File: config.mk
export PLATFORM = sky130hd
export DESIGN_NAME = mac_lane
export DESIGN_NICKNAME = d
export VERILOG_FILES = /design/src/hw/mac_pkg.sv /design/src/hw/mac_pipe_ctrl.sv /design/src/hw/mac_product_stage.sv /design/src/hw/mac_adder_tree.sv /design/src/hw/mac_out_fifo.sv /design/src/hw/mac_psum_accumulator.sv /design/src/hw/mac_lane.sv
export SDC_FILE = /design/constraint.sdc
export NUM_CORES = 2
export LEC_CHECK = 0
export ABC_CLOCK_PERIOD_IN_PS = 4200
export BUFFER_PORTS_ARGS = -buffer_cell sky130_fd_sc_hd__buf_4
export CAP_MARGIN = 20
export CORE_MARGIN = 2
export CORE_UTILIZATION = 52
export DETAILED_ROUTE_END_ITERATION = 10
export PLACE_DENSITY = 0.7
export SYNTH_ARGS = -nofsm -noshare
export SYNTH_HDL_FRONTEND = slang
export SYNTH_HIERARCHICAL = 1
export SYNTH_SLANG_ARGS = --single-unit
File: constraint.sdc
create_clock -name i_clk -period 4.2 [get_ports i_clk]
set_clock_uncertainty 0.2 [all_clocks]
set_input_delay 0 -clock i_clk [delete_from_list [all_inputs] [get_ports i_clk]]
set_output_delay 0 -clock i_clk [all_outputs]
set_load 0.02 [all_outputs]
File: src/hw/mac_pkg.sv
// mac_pkg: width constants, element, product and partial-sum types
// and the accumulator state enum for the integer MAC lane

package mac_pkg;

    // element magnitude and packed element width
    localparam int MAG_W    = 8;
    localparam int ELEM_W   = MAG_W + 2;

    // signed product of two magnitudes plus sign
    localparam int PROD_W   = 2 * MAG_W + 1;

    // partial sum, accumulator and result
    localparam int PSUM_W   = 32;

    // product, half-sum and final-sum stages
    localparam int N_STAGES = 3;

    // bit 9 zero flag, bit 8 sign, bits 7..0 magnitude
    typedef struct packed {
        logic             zero;
        logic             sign;
        logic [MAG_W-1:0] mag;
    } mac_elem_t;

    typedef logic signed [PROD_W-1:0] prod_t;

    typedef logic signed [PSUM_W-1:0] psum_t;

    typedef enum logic [1:0] {
        ACC_SUM,
        ACC_BIAS,
        ACC_OUT
    } acc_state_e;

endpackage

File: src/hw/mac_pipe_ctrl.sv
// mac_pipe_ctrl: stage occupancy tracking and per-stage load enables
// with back-pressure from the output side

module mac_pipe_ctrl (
    input  logic                          i_clk,
    input  logic                          i_reset,
    input  logic                          i_input_valid,
    output logic                          o_input_ready,
    input  logic                          i_output_ready,
    output logic                          o_output_valid,
    output logic [mac_pkg::N_STAGES-1:0]  o_stage_en
);

    localparam int NS = mac_pkg::N_STAGES;

    logic [NS-1:0] stage_valid;
    logic [NS-1:0] stage_free;

    // a stage is free when empty or when its content moves on this cycle
    always_comb begin
        stage_free[NS-1] = ~stage_valid[NS-1] | i_output_ready;
        for (int k = NS - 2; k >= 0; k--) begin
            stage_free[k] = ~stage_valid[k] | stage_free[k+1];
        end
    end

    // stage 0 follows the input side, later stages need data upstream
    always_comb begin
        o_stage_en[0] = stage_free[0];
        for (int k = 1; k < NS; k++) begin
            o_stage_en[k] = stage_valid[k-1] & stage_free[k];
        end
    end

    always_ff @(posedge i_clk or negedge i_reset) begin
        if (!i_reset) begin
            stage_valid <= '0;
        end else begin
            if (stage_free[0]) begin
                stage_valid[0] <= i_input_valid;
            end
            for (int k = 1; k < NS; k++) begin
                if (stage_free[k]) begin
                    stage_valid[k] <= stage_valid[k-1];
                end
            end
        end
    end

    assign o_input_ready  = o_stage_en[0];
    assign o_output_valid = stage_valid[NS-1];

endmodule

File: src/hw/mac_product_stage.sv
// mac_product_stage: sign-magnitude multipliers, zero and valid masking,
// two's complement conversion and the stage 0 product register

module mac_product_stage #(
    parameter int N_LANES = 8
) (
    input  logic                                i_clk,
    input  logic                                i_load,
    input  mac_pkg::mac_elem_t [N_LANES-1:0]    i_ifm,
    input  mac_pkg::mac_elem_t [N_LANES-1:0]    i_wfm,
    input  logic [N_LANES-1:0]                  i_elem_valid,
    output mac_pkg::prod_t [N_LANES-1:0]        o_prod
);

    localparam int MAG_W = mac_pkg::MAG_W;

    logic [2*MAG_W-1:0]                 mag_prod [N_LANES];
    logic [N_LANES-1:0]                 prod_sign;
    logic [N_LANES-1:0]                 prod_kill;
    mac_pkg::prod_t [N_LANES-1:0]       prod_comb;

    ////////////////////////////////////////
    // multiply
    ////////////////////////////////////////

    always_comb begin
        for (int i = 0; i < N_LANES; i++) begin
            mag_prod[i]  = i_ifm[i].mag * i_wfm[i].mag;
            prod_sign[i] = i_ifm[i].sign ^ i_wfm[i].sign;
            // zero flag on either side or an invalid position gives nothing
            prod_kill[i] = i_ifm[i].zero | i_wfm[i].zero | ~i_elem_valid[i];
        end
    end

    ////////////////////////////////////////
    // 2s complement and mask
    ////////////////////////////////////////

    always_comb begin
        for (int i = 0; i < N_LANES; i++) begin
            if (prod_kill[i]) begin
                prod_comb[i] = '0;
            end else if (prod_sign[i]) begin
                prod_comb[i] = -{1'b0, mag_prod[i]};
            end else begin
                prod_comb[i] = {1'b0, mag_prod[i]};
            end
        end
    end

    ////////////////////////////////////////
    // stage 0
    ////////////////////////////////////////

    always_ff @(posedge i_clk) begin
        if (i_load) begin
            o_prod <= prod_comb;
        end
    end

endmodule

File: src/hw/mac_adder_tree.sv
// mac_adder_tree: lower and upper half-sum registers at stage 1
// and the per-beat partial-sum register at stage 2

module mac_adder_tree #(
    parameter int N_LANES = 8
) (
    input  logic                            i_clk,
    input  logic                            i_load_half,
    input  logic                            i_load_sum,
    input  mac_pkg::prod_t [N_LANES-1:0]    i_prod,
    output mac_pkg::psum_t                  o_psum
);

    localparam int HALF   = N_LANES / 2;
    localparam int PROD_W = mac_pkg::PROD_W;
    localparam int PSUM_W = mac_pkg::PSUM_W;

    mac_pkg::psum_t sum_lo;
    mac_pkg::psum_t sum_hi;
    mac_pkg::psum_t half_lo;
    mac_pkg::psum_t half_hi;

    ////////////////////////////////////////
    // two trees, lower and upper positions
    ////////////////////////////////////////

    always_comb begin
        sum_lo = '0;
        sum_hi = '0;
        for (int i = 0; i < HALF; i++) begin
            sum_lo = sum_lo + {{(PSUM_W-PROD_W){i_prod[i][PROD_W-1]}}, i_prod[i]};
            sum_hi = sum_hi
                   + {{(PSUM_W-PROD_W){i_prod[i+HALF][PROD_W-1]}}, i_prod[i+HALF]};
        end
    end

    // stage 1
    always_ff @(posedge i_clk) begin
        if (i_load_half) begin
            half_lo <= sum_lo;
            half_hi <= sum_hi;
        end
    end

    ////////////////////////////////////////
    // final sum
    ////////////////////////////////////////

    // stage 2
    always_ff @(posedge i_clk) begin
        if (i_load_sum) begin
            o_psum <= half_lo + half_hi;
        end
    end

endmodule

File: src/hw/mac_out_fifo.sv
// mac_out_fifo: two-entry FIFO for partial sum and accum_end
// between the pipeline and the accumulator

module mac_out_fifo (
    input  logic            i_clk,
    input  logic            i_reset,
    input  logic            i_input_valid,
    output logic            o_input_ready,
    input  mac_pkg::psum_t  i_psum,
    input  logic            i_accum_end,
    input  logic            i_output_ready,
    output logic            o_output_valid,
    output mac_pkg::psum_t  o_psum,
    output logic            o_accum_end
);

    mac_pkg::psum_t mem_psum [2];
    logic           mem_end  [2];
    logic           wr_ptr;
    logic           rd_ptr;
    logic [1:0]     count;
    logic           push;
    logic           pop;

    // ready from fill level only, keeps downstream ready off the pipeline
    assign o_input_ready  = (count != 2'd2);
    assign o_output_valid = (count != 2'd0);

    assign push = i_input_valid & o_input_ready;
    assign pop  = o_output_valid & i_output_ready;

    always_ff @(posedge i_clk) begin
        if (push) begin
            mem_psum[wr_ptr] <= i_psum;
            mem_end[wr_ptr]  <= i_accum_end;
        end
    end

    always_ff @(posedge i_clk or negedge i_reset) begin
        if (!i_reset) begin
            wr_ptr <= 1'b0;
            rd_ptr <= 1'b0;
            count  <= 2'd0;
        end else begin
            if (push) begin
                wr_ptr <= ~wr_ptr;
            end
            if (pop) begin
                rd_ptr <= ~rd_ptr;
            end
            case ({push, pop})
                2'b10:   count <= count + 2'd1;
                2'b01:   count <= count - 2'd1;
                default: count <= count;
            endcase
        end
    end

    assign o_psum      = mem_psum[rd_ptr];
    assign o_accum_end = mem_end[rd_ptr];

endmodule

File: src/hw/mac_psum_accumulator.sv
// mac_psum_accumulator: FSM summing partial sums per output,
// optional bias add and result handshake

module mac_psum_accumulator (
    input  logic            i_clk,
    input  logic            i_reset,
    input  logic            i_bias_enable,
    input  logic            i_psum_valid,
    output logic            o_psum_ready,
    input  mac_pkg::psum_t  i_psum,
    input  logic            i_accum_end,
    input  logic            i_bias_valid,
    output logic            o_bias_ready,
    input  mac_pkg::psum_t  i_bias,
    input  logic            i_ofm_ready,
    output logic            o_ofm_valid,
    output mac_pkg::psum_t  o_ofm
);

    mac_pkg::acc_state_e state;
    mac_pkg::acc_state_e state_next;
    mac_pkg::psum_t      acc;
    logic                psum_fire;
    logic                bias_fire;
    logic                ofm_fire;

    assign o_psum_ready = (state == mac_pkg::ACC_SUM);
    assign o_bias_ready = (state == mac_pkg::ACC_BIAS);
    assign o_ofm_valid  = (state == mac_pkg::ACC_OUT);

    assign psum_fire = i_psum_valid & o_psum_ready;
    assign bias_fire = i_bias_valid & o_bias_ready;
    assign ofm_fire  = o_ofm_valid & i_ofm_ready;

    ////////////////////////////////////////
    // next state
    ////////////////////////////////////////

    always_comb begin
        state_next = state;
        case (state)
            mac_pkg::ACC_SUM: begin
                if (psum_fire && i_accum_end) begin
                    state_next = i_bias_enable ? mac_pkg::ACC_BIAS : mac_pkg::ACC_OUT;
                end
            end
            mac_pkg::ACC_BIAS: begin
                if (bias_fire) begin
                    state_next = mac_pkg::ACC_OUT;
                end
            end
            mac_pkg::ACC_OUT: begin
                if (ofm_fire) begin
                    state_next = mac_pkg::ACC_SUM;
                end
            end
            default: begin
                state_next = mac_pkg::ACC_SUM;
            end
        endcase
    end

    ////////////////////////////////////////
    // state and accumulator
    ////////////////////////////////////////

    always_ff @(posedge i_clk or negedge i_reset) begin
        if (!i_reset) begin
            state <= mac_pkg::ACC_SUM;
            acc   <= '0;
        end else begin
            state <= state_next;
            // 32-bit wrap-around on every add
            if (psum_fire) begin
                acc <= acc + i_psum;
            end else if (bias_fire) begin
                acc <= acc + i_bias;
            end else if (ofm_fire) begin
                acc <= '0;
            end
        end
    end

    // result held steady while in ACC_OUT
    assign o_ofm = acc;

endmodule

File: src/hw/mac_lane.sv
// mac_lane: integer MAC lane top with pipe control, product stage,
// adder tree, output FIFO and partial-sum accumulator

module mac_lane #(
    parameter int N_LANES = 8
) (
    input  logic                                i_clk,
    input  logic                                i_reset,
    output logic                                o_ifm_ready,
    input  logic                                i_ifm_valid,
    input  mac_pkg::mac_elem_t [N_LANES-1:0]    i_ifm,
    input  logic [N_LANES-1:0]                  i_elem_valid,
    input  logic                                i_accum_end,
    input  logic                                i_wfm_valid,
    input  mac_pkg::mac_elem_t [N_LANES-1:0]    i_wfm,
    input  logic                                i_bias_enable,
    output logic                                o_bias_ready,
    input  logic                                i_bias_valid,
    input  mac_pkg::psum_t                      i_bias,
    input  logic                                i_ofm_ready,
    output logic                                o_ofm_valid,
    output mac_pkg::psum_t                      o_ofm
);

    localparam int NS = mac_pkg::N_STAGES;

    logic                           pipe_in_valid;
    logic                           pipe_out_valid;
    logic [NS-1:0]                  stage_en;
    logic [NS-1:0]                  end_pipe;
    mac_pkg::prod_t [N_LANES-1:0]   prod;
    mac_pkg::psum_t                 tree_psum;
    logic                           fifo_in_ready;
    logic                           fifo_out_valid;
    mac_pkg::psum_t                 fifo_psum;
    logic                           fifo_accum_end;
    logic                           acc_psum_ready;

    // ifm and wfm are taken together
    assign pipe_in_valid = i_ifm_valid & i_wfm_valid;

    mac_pipe_ctrl u_mac_pipe_ctrl (
        .i_clk          (i_clk),
        .i_reset        (i_reset),
        .i_input_valid  (pipe_in_valid),
        .o_input_ready  (o_ifm_ready),
        .i_output_ready (fifo_in_ready),
        .o_output_valid (pipe_out_valid),
        .o_stage_en     (stage_en)
    );

    ////////////////////////////////////////
    // accum_end travels with the data
    ////////////////////////////////////////

    always_ff @(posedge i_clk or negedge i_reset) begin
        if (!i_reset) begin
            end_pipe <= '0;
        end else begin
            if (stage_en[0]) begin
                end_pipe[0] <= i_accum_end;
            end
            for (int k = 1; k < NS; k++) begin
                if (stage_en[k]) begin
                    end_pipe[k] <= end_pipe[k-1];
                end
            end
        end
    end

    mac_product_stage #(.N_LANES(N_LANES)) u_mac_product_stage (
        .i_clk          (i_clk),
        .i_load         (stage_en[0]),
        .i_ifm          (i_ifm),
        .i_wfm          (i_wfm),
        .i_elem_valid   (i_elem_valid),
        .o_prod         (prod)
    );

    mac_adder_tree #(.N_LANES(N_LANES)) u_mac_adder_tree (
        .i_clk          (i_clk),
        .i_load_half    (stage_en[1]),
        .i_load_sum     (stage_en[2]),
        .i_prod         (prod),
        .o_psum         (tree_psum)
    );

    mac_out_fifo u_mac_out_fifo (
        .i_clk          (i_clk),
        .i_reset        (i_reset),
        .i_input_valid  (pipe_out_valid),
        .o_input_ready  (fifo_in_ready),
        .i_psum         (tree_psum),
        .i_accum_end    (end_pipe[NS-1]),
        .i_output_ready (acc_psum_ready),
        .o_output_valid (fifo_out_valid),
        .o_psum         (fifo_psum),
        .o_accum_end    (fifo_accum_end)
    );

    mac_psum_accumulator u_mac_psum_accumulator (
        .i_clk          (i_clk),
        .i_reset        (i_reset),
        .i_bias_enable  (i_bias_enable),
        .i_psum_valid   (fifo_out_valid),
        .o_psum_ready   (acc_psum_ready),
        .i_psum         (fifo_psum),
        .i_accum_end    (fifo_accum_end),
        .i_bias_valid   (i_bias_valid),
        .o_bias_ready   (o_bias_ready),
        .i_bias         (i_bias),
        .i_ofm_ready    (i_ofm_ready),
        .o_ofm_valid    (o_ofm_valid),
        .o_ofm          (o_ofm)
    );

endmodule

# Word level (Yosys, flattened, before mapping)
# Memories as Yosys holds them, arrays and structs flattened.
# Index checks and enable logic that the tools add are counted.
dict set report word_totals {
  ramBits 66
  word_cells 155
  output_inout_bits 35
  input_bits 208
  latchBits 0
  romBits 0
  ff_bits 276
  n_memories 2
}
dict set report classes {
  reduce_logical 14
  addsub 19
  bitwise_logic 55
  n_mul 8
  div_mod_pow 0
  order_cmp 0
  n_mux 19
  n_eq_ne 8
  shift 0
}
# memory depth width rd rd_ports_with_merged_regs wr line_no
set mem_list {}
lappend mem_list {u_mac_out_fifo.mem_psum 2 32 1 0 1 mac_out_fifo.sv:17} ;# mac_pkg::psum_t mem_psum [2];
lappend mem_list {u_mac_out_fifo.mem_end 2 1 1 0 1 mac_out_fifo.sv:18} ;# logic mem_end [2];
# cell count
set op_table {}
lappend op_table {{32-bit adder} 7}
lappend op_table {{16-bit negator with 17-bit output} 8}
lappend op_table {{8-bit by 8-bit multiplier with 16-bit output} 8}
lappend op_table {{16-bit 2-to-1 mux} 8}
lappend op_table {{32-bit 2-to-1 mux} 3}
lappend op_table {{17-bit by 17-bit adder with 18-bit output} 2}
lappend op_table {{1-bit NOT} 21}
lappend op_table {{1-bit bitwise OR} 19}
lappend op_table {{2-bit OR reduction} 8}
lappend op_table {{2-bit 2-to-1 mux} 4}
lappend op_table {{2-bit inequality test, second input constant} 4}
lappend op_table {{1-bit XOR} 8}
lappend op_table {{1-bit bitwise AND} 7}
lappend op_table {{2-bit one-hot mux with 3 select lines} 1}
lappend op_table {{2-bit by 1-bit equality test with 1-bit output, second input constant} 2}
lappend op_table {{2-bit equality test, second input constant} 2}
lappend op_table {{2-bit one-hot mux with 2 select lines} 1}
lappend op_table {{2-bit nonzero test} 2}
lappend op_table {{3-bit AND reduction} 1}
lappend op_table {{3-bit nonzero test} 1}
lappend op_table {{2-bit by 1-bit adder with 2-bit output, second input constant} 1}
lappend op_table {{2-bit zero test} 1}
lappend op_table {{1-bit 2-to-1 mux} 2}
lappend op_table {{2-bit by 1-bit subtractor with 2-bit output, second input constant} 1}
lappend op_table {{1-bit logical AND} 1}

# Logic depth before layout (Yosys ltp)
dict set report logic_depth {
  word_depth 5
  mapped_depth 19
}

# By module
# Netlist, hierarchy kept.
# module instances cells_each area_each_um2 seq_area_each_um2
set modules_own_cells {}
lappend modules_own_cells {mac_product_stage 1 2612 24085.6 4083.9}
lappend modules_own_cells {mac_adder_tree 1 712 7043.0 2162.1}
lappend modules_own_cells {mac_psum_accumulator 1 613 4749.6 850.8}
lappend modules_own_cells {mac_out_fifo 1 120 2593.7 2082.0}
lappend modules_own_cells {mac_pipe_ctrl 1 13 141.4 75.1}
lappend modules_own_cells {mac_lane 1 7 118.9 75.1}

# Least setup slack after synthesis
# No wires, ideal clock.
dict set report synth_path {
  path_type {input port to flip-flop}
  start {in i_ifm[11] in the netlist's numbering}
  end {reg u_mac_product_stage/o_prod[32] in the netlist's numbering (data pin)}
  path_stages 15
  t_arrival_ns 4.469
  path_slack_ns -0.731
  path_cell_list {and2_1 -> fa_1 -> fa_1 -> fa_1 -> inv_1 -> fa_1 -> inv_1 -> ha_1 -> a41oi_2 -> nand3_2 -> a311oi_2 -> xnor2_1 -> or3_4 -> o41ai_2 -> mux2_1}
}
dict set report synth_between {
  elab_chain_len 3
}
# element line_no
set synth_lines {}
lappend synth_lines {{from (decl)} mac_lane.sv:11} ;# input mac_pkg::mac_elem_t [N_LANES-1:0] i_ifm,
lappend synth_lines {{8-bit by 8-bit multiplier with 16-bit output (*)} mac_product_stage.sv:28} ;# mag_prod[i] = i_ifm[i].mag * i_wfm[i].mag;
lappend synth_lines {{16-bit negator with 17-bit output} mac_product_stage.sv:44} ;# prod_comb[i] = -{1'b0, mag_prod[i]};
lappend synth_lines {{16-bit 2-to-1 mux (*)} mac_product_stage.sv:43} ;# end else if (prod_sign[i]) begin
lappend synth_lines {{to (signal assigned)} mac_product_stage.sv:57} ;# o_prod <= prod_comb;
lappend synth_lines {{to (decl)} mac_product_stage.sv:12} ;# output mac_pkg::prod_t [N_LANES-1:0] o_prod
# Mark *: on every way between the ends. The rest lies on a longest branch, timed or not.
# A chain may end at the register's enable or synchronous reset.

# Final worst setup path
dict set report layout_path {
  start {in i_wfm[12] in the netlist's numbering}
  end {reg u_mac_product_stage/o_prod[32] in the netlist's numbering (data pin)}
}
dict set report layout_between {
  elab_chain_len 3
}
# element line_no
set layout_lines {}
lappend layout_lines {{from (decl)} mac_lane.sv:15} ;# input mac_pkg::mac_elem_t [N_LANES-1:0] i_wfm,
lappend layout_lines {{8-bit by 8-bit multiplier with 16-bit output (*)} mac_product_stage.sv:28}
lappend layout_lines {{16-bit negator with 17-bit output} mac_product_stage.sv:44}
lappend layout_lines {{16-bit 2-to-1 mux (*)} mac_product_stage.sv:43}
# Marks and branches as above.

==> flow_summary.yaml <==
clock_tree:
  clockBufferDepth: 3
  path_clk_slew_ns: 0.06
  cts-buffers-inserted: 36
  cts_tree: "yes"
  h-tree-depth: 2
  clock_sinks: 318
  clockRootBuffer: "clkbuf_16"
  clock_latency_ns: 0.52
min_path:
  holdCritPathClass: "primary input to register"
  whs_path_depth: 5
  hold_path_startpoint: "i_ifm[60]"
  holdPathEnd: "u_mac_product_stage/o_prod[102]"
floorplanning:
  core_area_um2: 74100
  ios: 243
  rows: 100
  dieHeight_um: 277
  die_w_um: 277
  initial_core_util_pct: 52.3
  die-area_um2: 76700
final_layout:
  final_nets: 5879
  final_common_cell: "buf_4"
  layout_common_cells: "654 x buf_4, 605 x inv_1, 394 x and2_1"
  drive_gt1_share_pct: 24.9
  area_delta_synth_final_pct: 29.1
logic_synthesis:
  synth_nets: 5063
  synthFlopType: "edfxtp_1"
  synth_edf_count: 274
  synthCells: 4077
  seq_area_frac_synth_pct: 24.1
  yosys_warnings: 6
  syn_area_per_cell_um2: 9.50
  async_flop_share_pct: 13.8
  synth_area_leaders: "edfxtp_1 21%, fa_1 19%, ha_1 13%"
  ys_ff_latch: 318
  yosys.area.top_type: "edfxtp_1"
  synth_cell_type_count: 99
  syn-cell-area_um2: 38700
  synth_top_area_share_pct: 21.2
setup_path:
  rrSetupSlack_ns: 0.16
  endpoint_kind: "register"
  crit_path_max_fanout: 6
  rr_startpoint: "u_mac_out_fifo/rd_ptr"
  cp.required_ns: 4.27
  start_kind: "primary input"
  reg2reg_depth: 13
  arrival_ns: 4.45
  timing.rr.end: "u_mac_psum_accumulator/o_ofm[30]"
  criticalPathCategory: "primary input to register"
pwr:
  peakVddDrop_mv: 0.366
  leakagePower_nw: 23.3
  comb_power_share_pct: 73.7
  p_int_mw: 17.7
  clockPowerShare_pct: 10.5
  sw_frac_of_total_pct: 43.4
  power.switching_mw: 13.6
  power.density_nw_per_um2: 626
  p_seq_share_pct: 15.8
drt:
  drt-met1-wl_um: 41400
  wire_per_inst_um: 15.2
  wl_met3_um: 2410
  drc: 0
  vias: 30800
  dr_wl_met2_um: 43800
  drt-total-wl_um: 89300
  highest_layer: "met5"
  first_pass_iters: 5
  ant_nets: 0
  avgViaCountPerCell: 5.23
  drt-initial-drc-count: 1516
placement:
  port_buffers: 242
  pre_cts_ws_ns: -0.819
  hpwl_um: 71200
  place_congestion: 0.885
global_routing:
  gr-total-overflow: 0
  grt_pass1_vias: 31200
  grt_pass1_wl_um: 148000
  grt_start_max_net_pins: 70
  antenna_found_initial: 2
  grt_usage_pct: 22.8
timing:
  timing.hold.ws_ns: 0.0204
  fin_crit_sh_pct: 104
  finalHoldViolCount: 0
  setup_slack_ns: -0.180
  tightest_slew_ns: 1.13
  clock.fmax_ghz: 0.228
  setup_viol: 10
  maxSlewHeadroom_pct: 24.5
  final.min_clock_period_ns: 4.38
  slew_violations: 0
  rsz0062_at_grt: "yes"
outcome:
  violations: "negative setup slack"
  status: "finished, violations left"
job:
  drv_cap: 0
power groups by stage:
stage | sequential (mW) | clock (mW) | combinational, mW
finish | 4.93 | 3.30 | 23.1
global route | 5.02 | 3.49 | 25.4
CTS | 4.94 | 3.37 | 21.3
detailed placement | 4.99 | 0 | 20.3
global placement | 4.96 | 0 | 20.0
floorplan | 4.98 | 0 | 13.7
logic make-up after synthesis:
group / after synthesis / share of synthesized area [%]
fa+ha+maj: 778 / 32.1
buf+inv: 698 / 6.86
compound gates: 709 / 12.1
mux: 52 / 1.50
flops: 318 / 24.1
simple gates: 1224 / 16.6
xor+xnor: 298 / 6.76
layer usage:
metal / GRT usage, % / vias up
li1: - / 15400
met2: 39.3 / 476
met1: 31.4 / 14900
met5: 0 / -
met4: 4.65 / 2
met3: 2.11 / 100
sequential cells by signal (all words and copies together), names as in the netlist:
signal / cells
u_mac_product_stage/o_prod: 136
u_mac_out_fifo/mem_psum: 64
u_mac_adder_tree/o_psum: 32
u_mac_psum_accumulator/o_ofm: 32
u_mac_adder_tree/half_hi: 20
u_mac_adder_tree/half_lo: 20
end_pipe: 3
u_mac_pipe_ctrl/stage_valid: 3
u_mac_out_fifo/count: 2
u_mac_out_fifo/mem_end: 2
u_mac_psum_accumulator/state: 2
u_mac_out_fifo/rd_ptr: 1
u_mac_out_fifo/wr_ptr: 1
synthesized netlist by cell type, types with 6 or more instances:
cell type / n
and3_1: 23
a31o_2: 7
or3_1: 32
clkbuf_1: 49
o2111ai_1: 7
mux2_2: 39
nor2b_1: 27
a22oi_1: 18
o211ai_1: 18
a41oi_1: 7
a2111oi_0: 6
nor3_1: 44
or4_1: 8
o22ai_1: 6
nand2b_1: 29
nor2_1: 219
o31ai_1: 23
inv_1: 639
o21a_1: 22
nand4_1: 24
nand3_1: 51
o21ai_0: 136
dfrtp_1: 44
mux2_1: 6
a31oi_1: 25
nor3b_1: 6
fa_1: 361
o21ai_1: 15
a211oi_1: 33
xor2_1: 134
o21bai_1: 14
ha_1: 417
a21oi_1: 207
a21o_1: 76
a311oi_1: 8
xnor2_1: 163
edfxtp_1: 274
nand2_1: 263
mux2i_1: 6
and2_1: 446
nor4_1: 20
worst max-delay path by stage:
stage              start                         endpoint  slack (ns)  depth (start not counted)
2_1_floorplan  i_wfm[12]   u_mac_product_stage/o_prod[32]       -0.53                         14
3_3_place_gp   i_wfm[72]  u_mac_product_stage/o_prod[133]       -0.79                         18
3_5_place_dp   i_wfm[72]  u_mac_product_stage/o_prod[133]       -0.82                         18
4_1_cts        i_wfm[14]   u_mac_product_stage/o_prod[32]       -0.22                         18
5_1_grt        i_wfm[13]   u_mac_product_stage/o_prod[30]       -0.29                         18
6_report       i_wfm[12]   u_mac_product_stage/o_prod[32]       -0.18                         17
what timing repair did:
item                       4_1_cts  5_1_grt
setup endpoints to repair       20       53
hold endpoints to repair       153        0
pin swaps                       54      172
gates cloned                     0        0
gates resized for setup         89      284
setup buffers                   14       27
hold buffers                   113        0
final cells by class:
cell class,count,area (um2)
antenna,1,2.50
clock buffer,41,962
clock inverter,25,309
fill,5832,24100
inverter,639,2400
multi-input combinational,3061,28900
sequential,318,9330
tap,969,1210
timing repair buffer,837,6940
per-stage QoR:
stage	TNS (ns)	instances	utilization, %	cell area, um2	power [mW]
floorplan	-4.56	4077	-	39600	18.7
global placement	-27.58	5674	61.7	45700	25.0
detailed placement	-30.00	5674	61.7	45700	25.3
CTS	-0.572	5867	65.7	48600	29.6
global route	-3.91	5891	67.5	50000	34.0
finish	-0.820	5891	67.5	50000	31.3
worst max-delay path, cell delays in order:
cell	delay (ns)
buf_8	0.11
buf_6	0.11
and2_4	0.13
fa_1	0.50
fa_1	0.50
fa_1	0.49
inv_1	0.05
fa_1	0.48
inv_2	0.04
ha_4	0.29
a21oi_4	0.06
o211ai_1	0.13
nand2_2	0.13
xnor2_2	0.15
or4_4	0.57
o41ai_4	0.36
mux2_1	0.34
(Power assumes the default switching activity.)
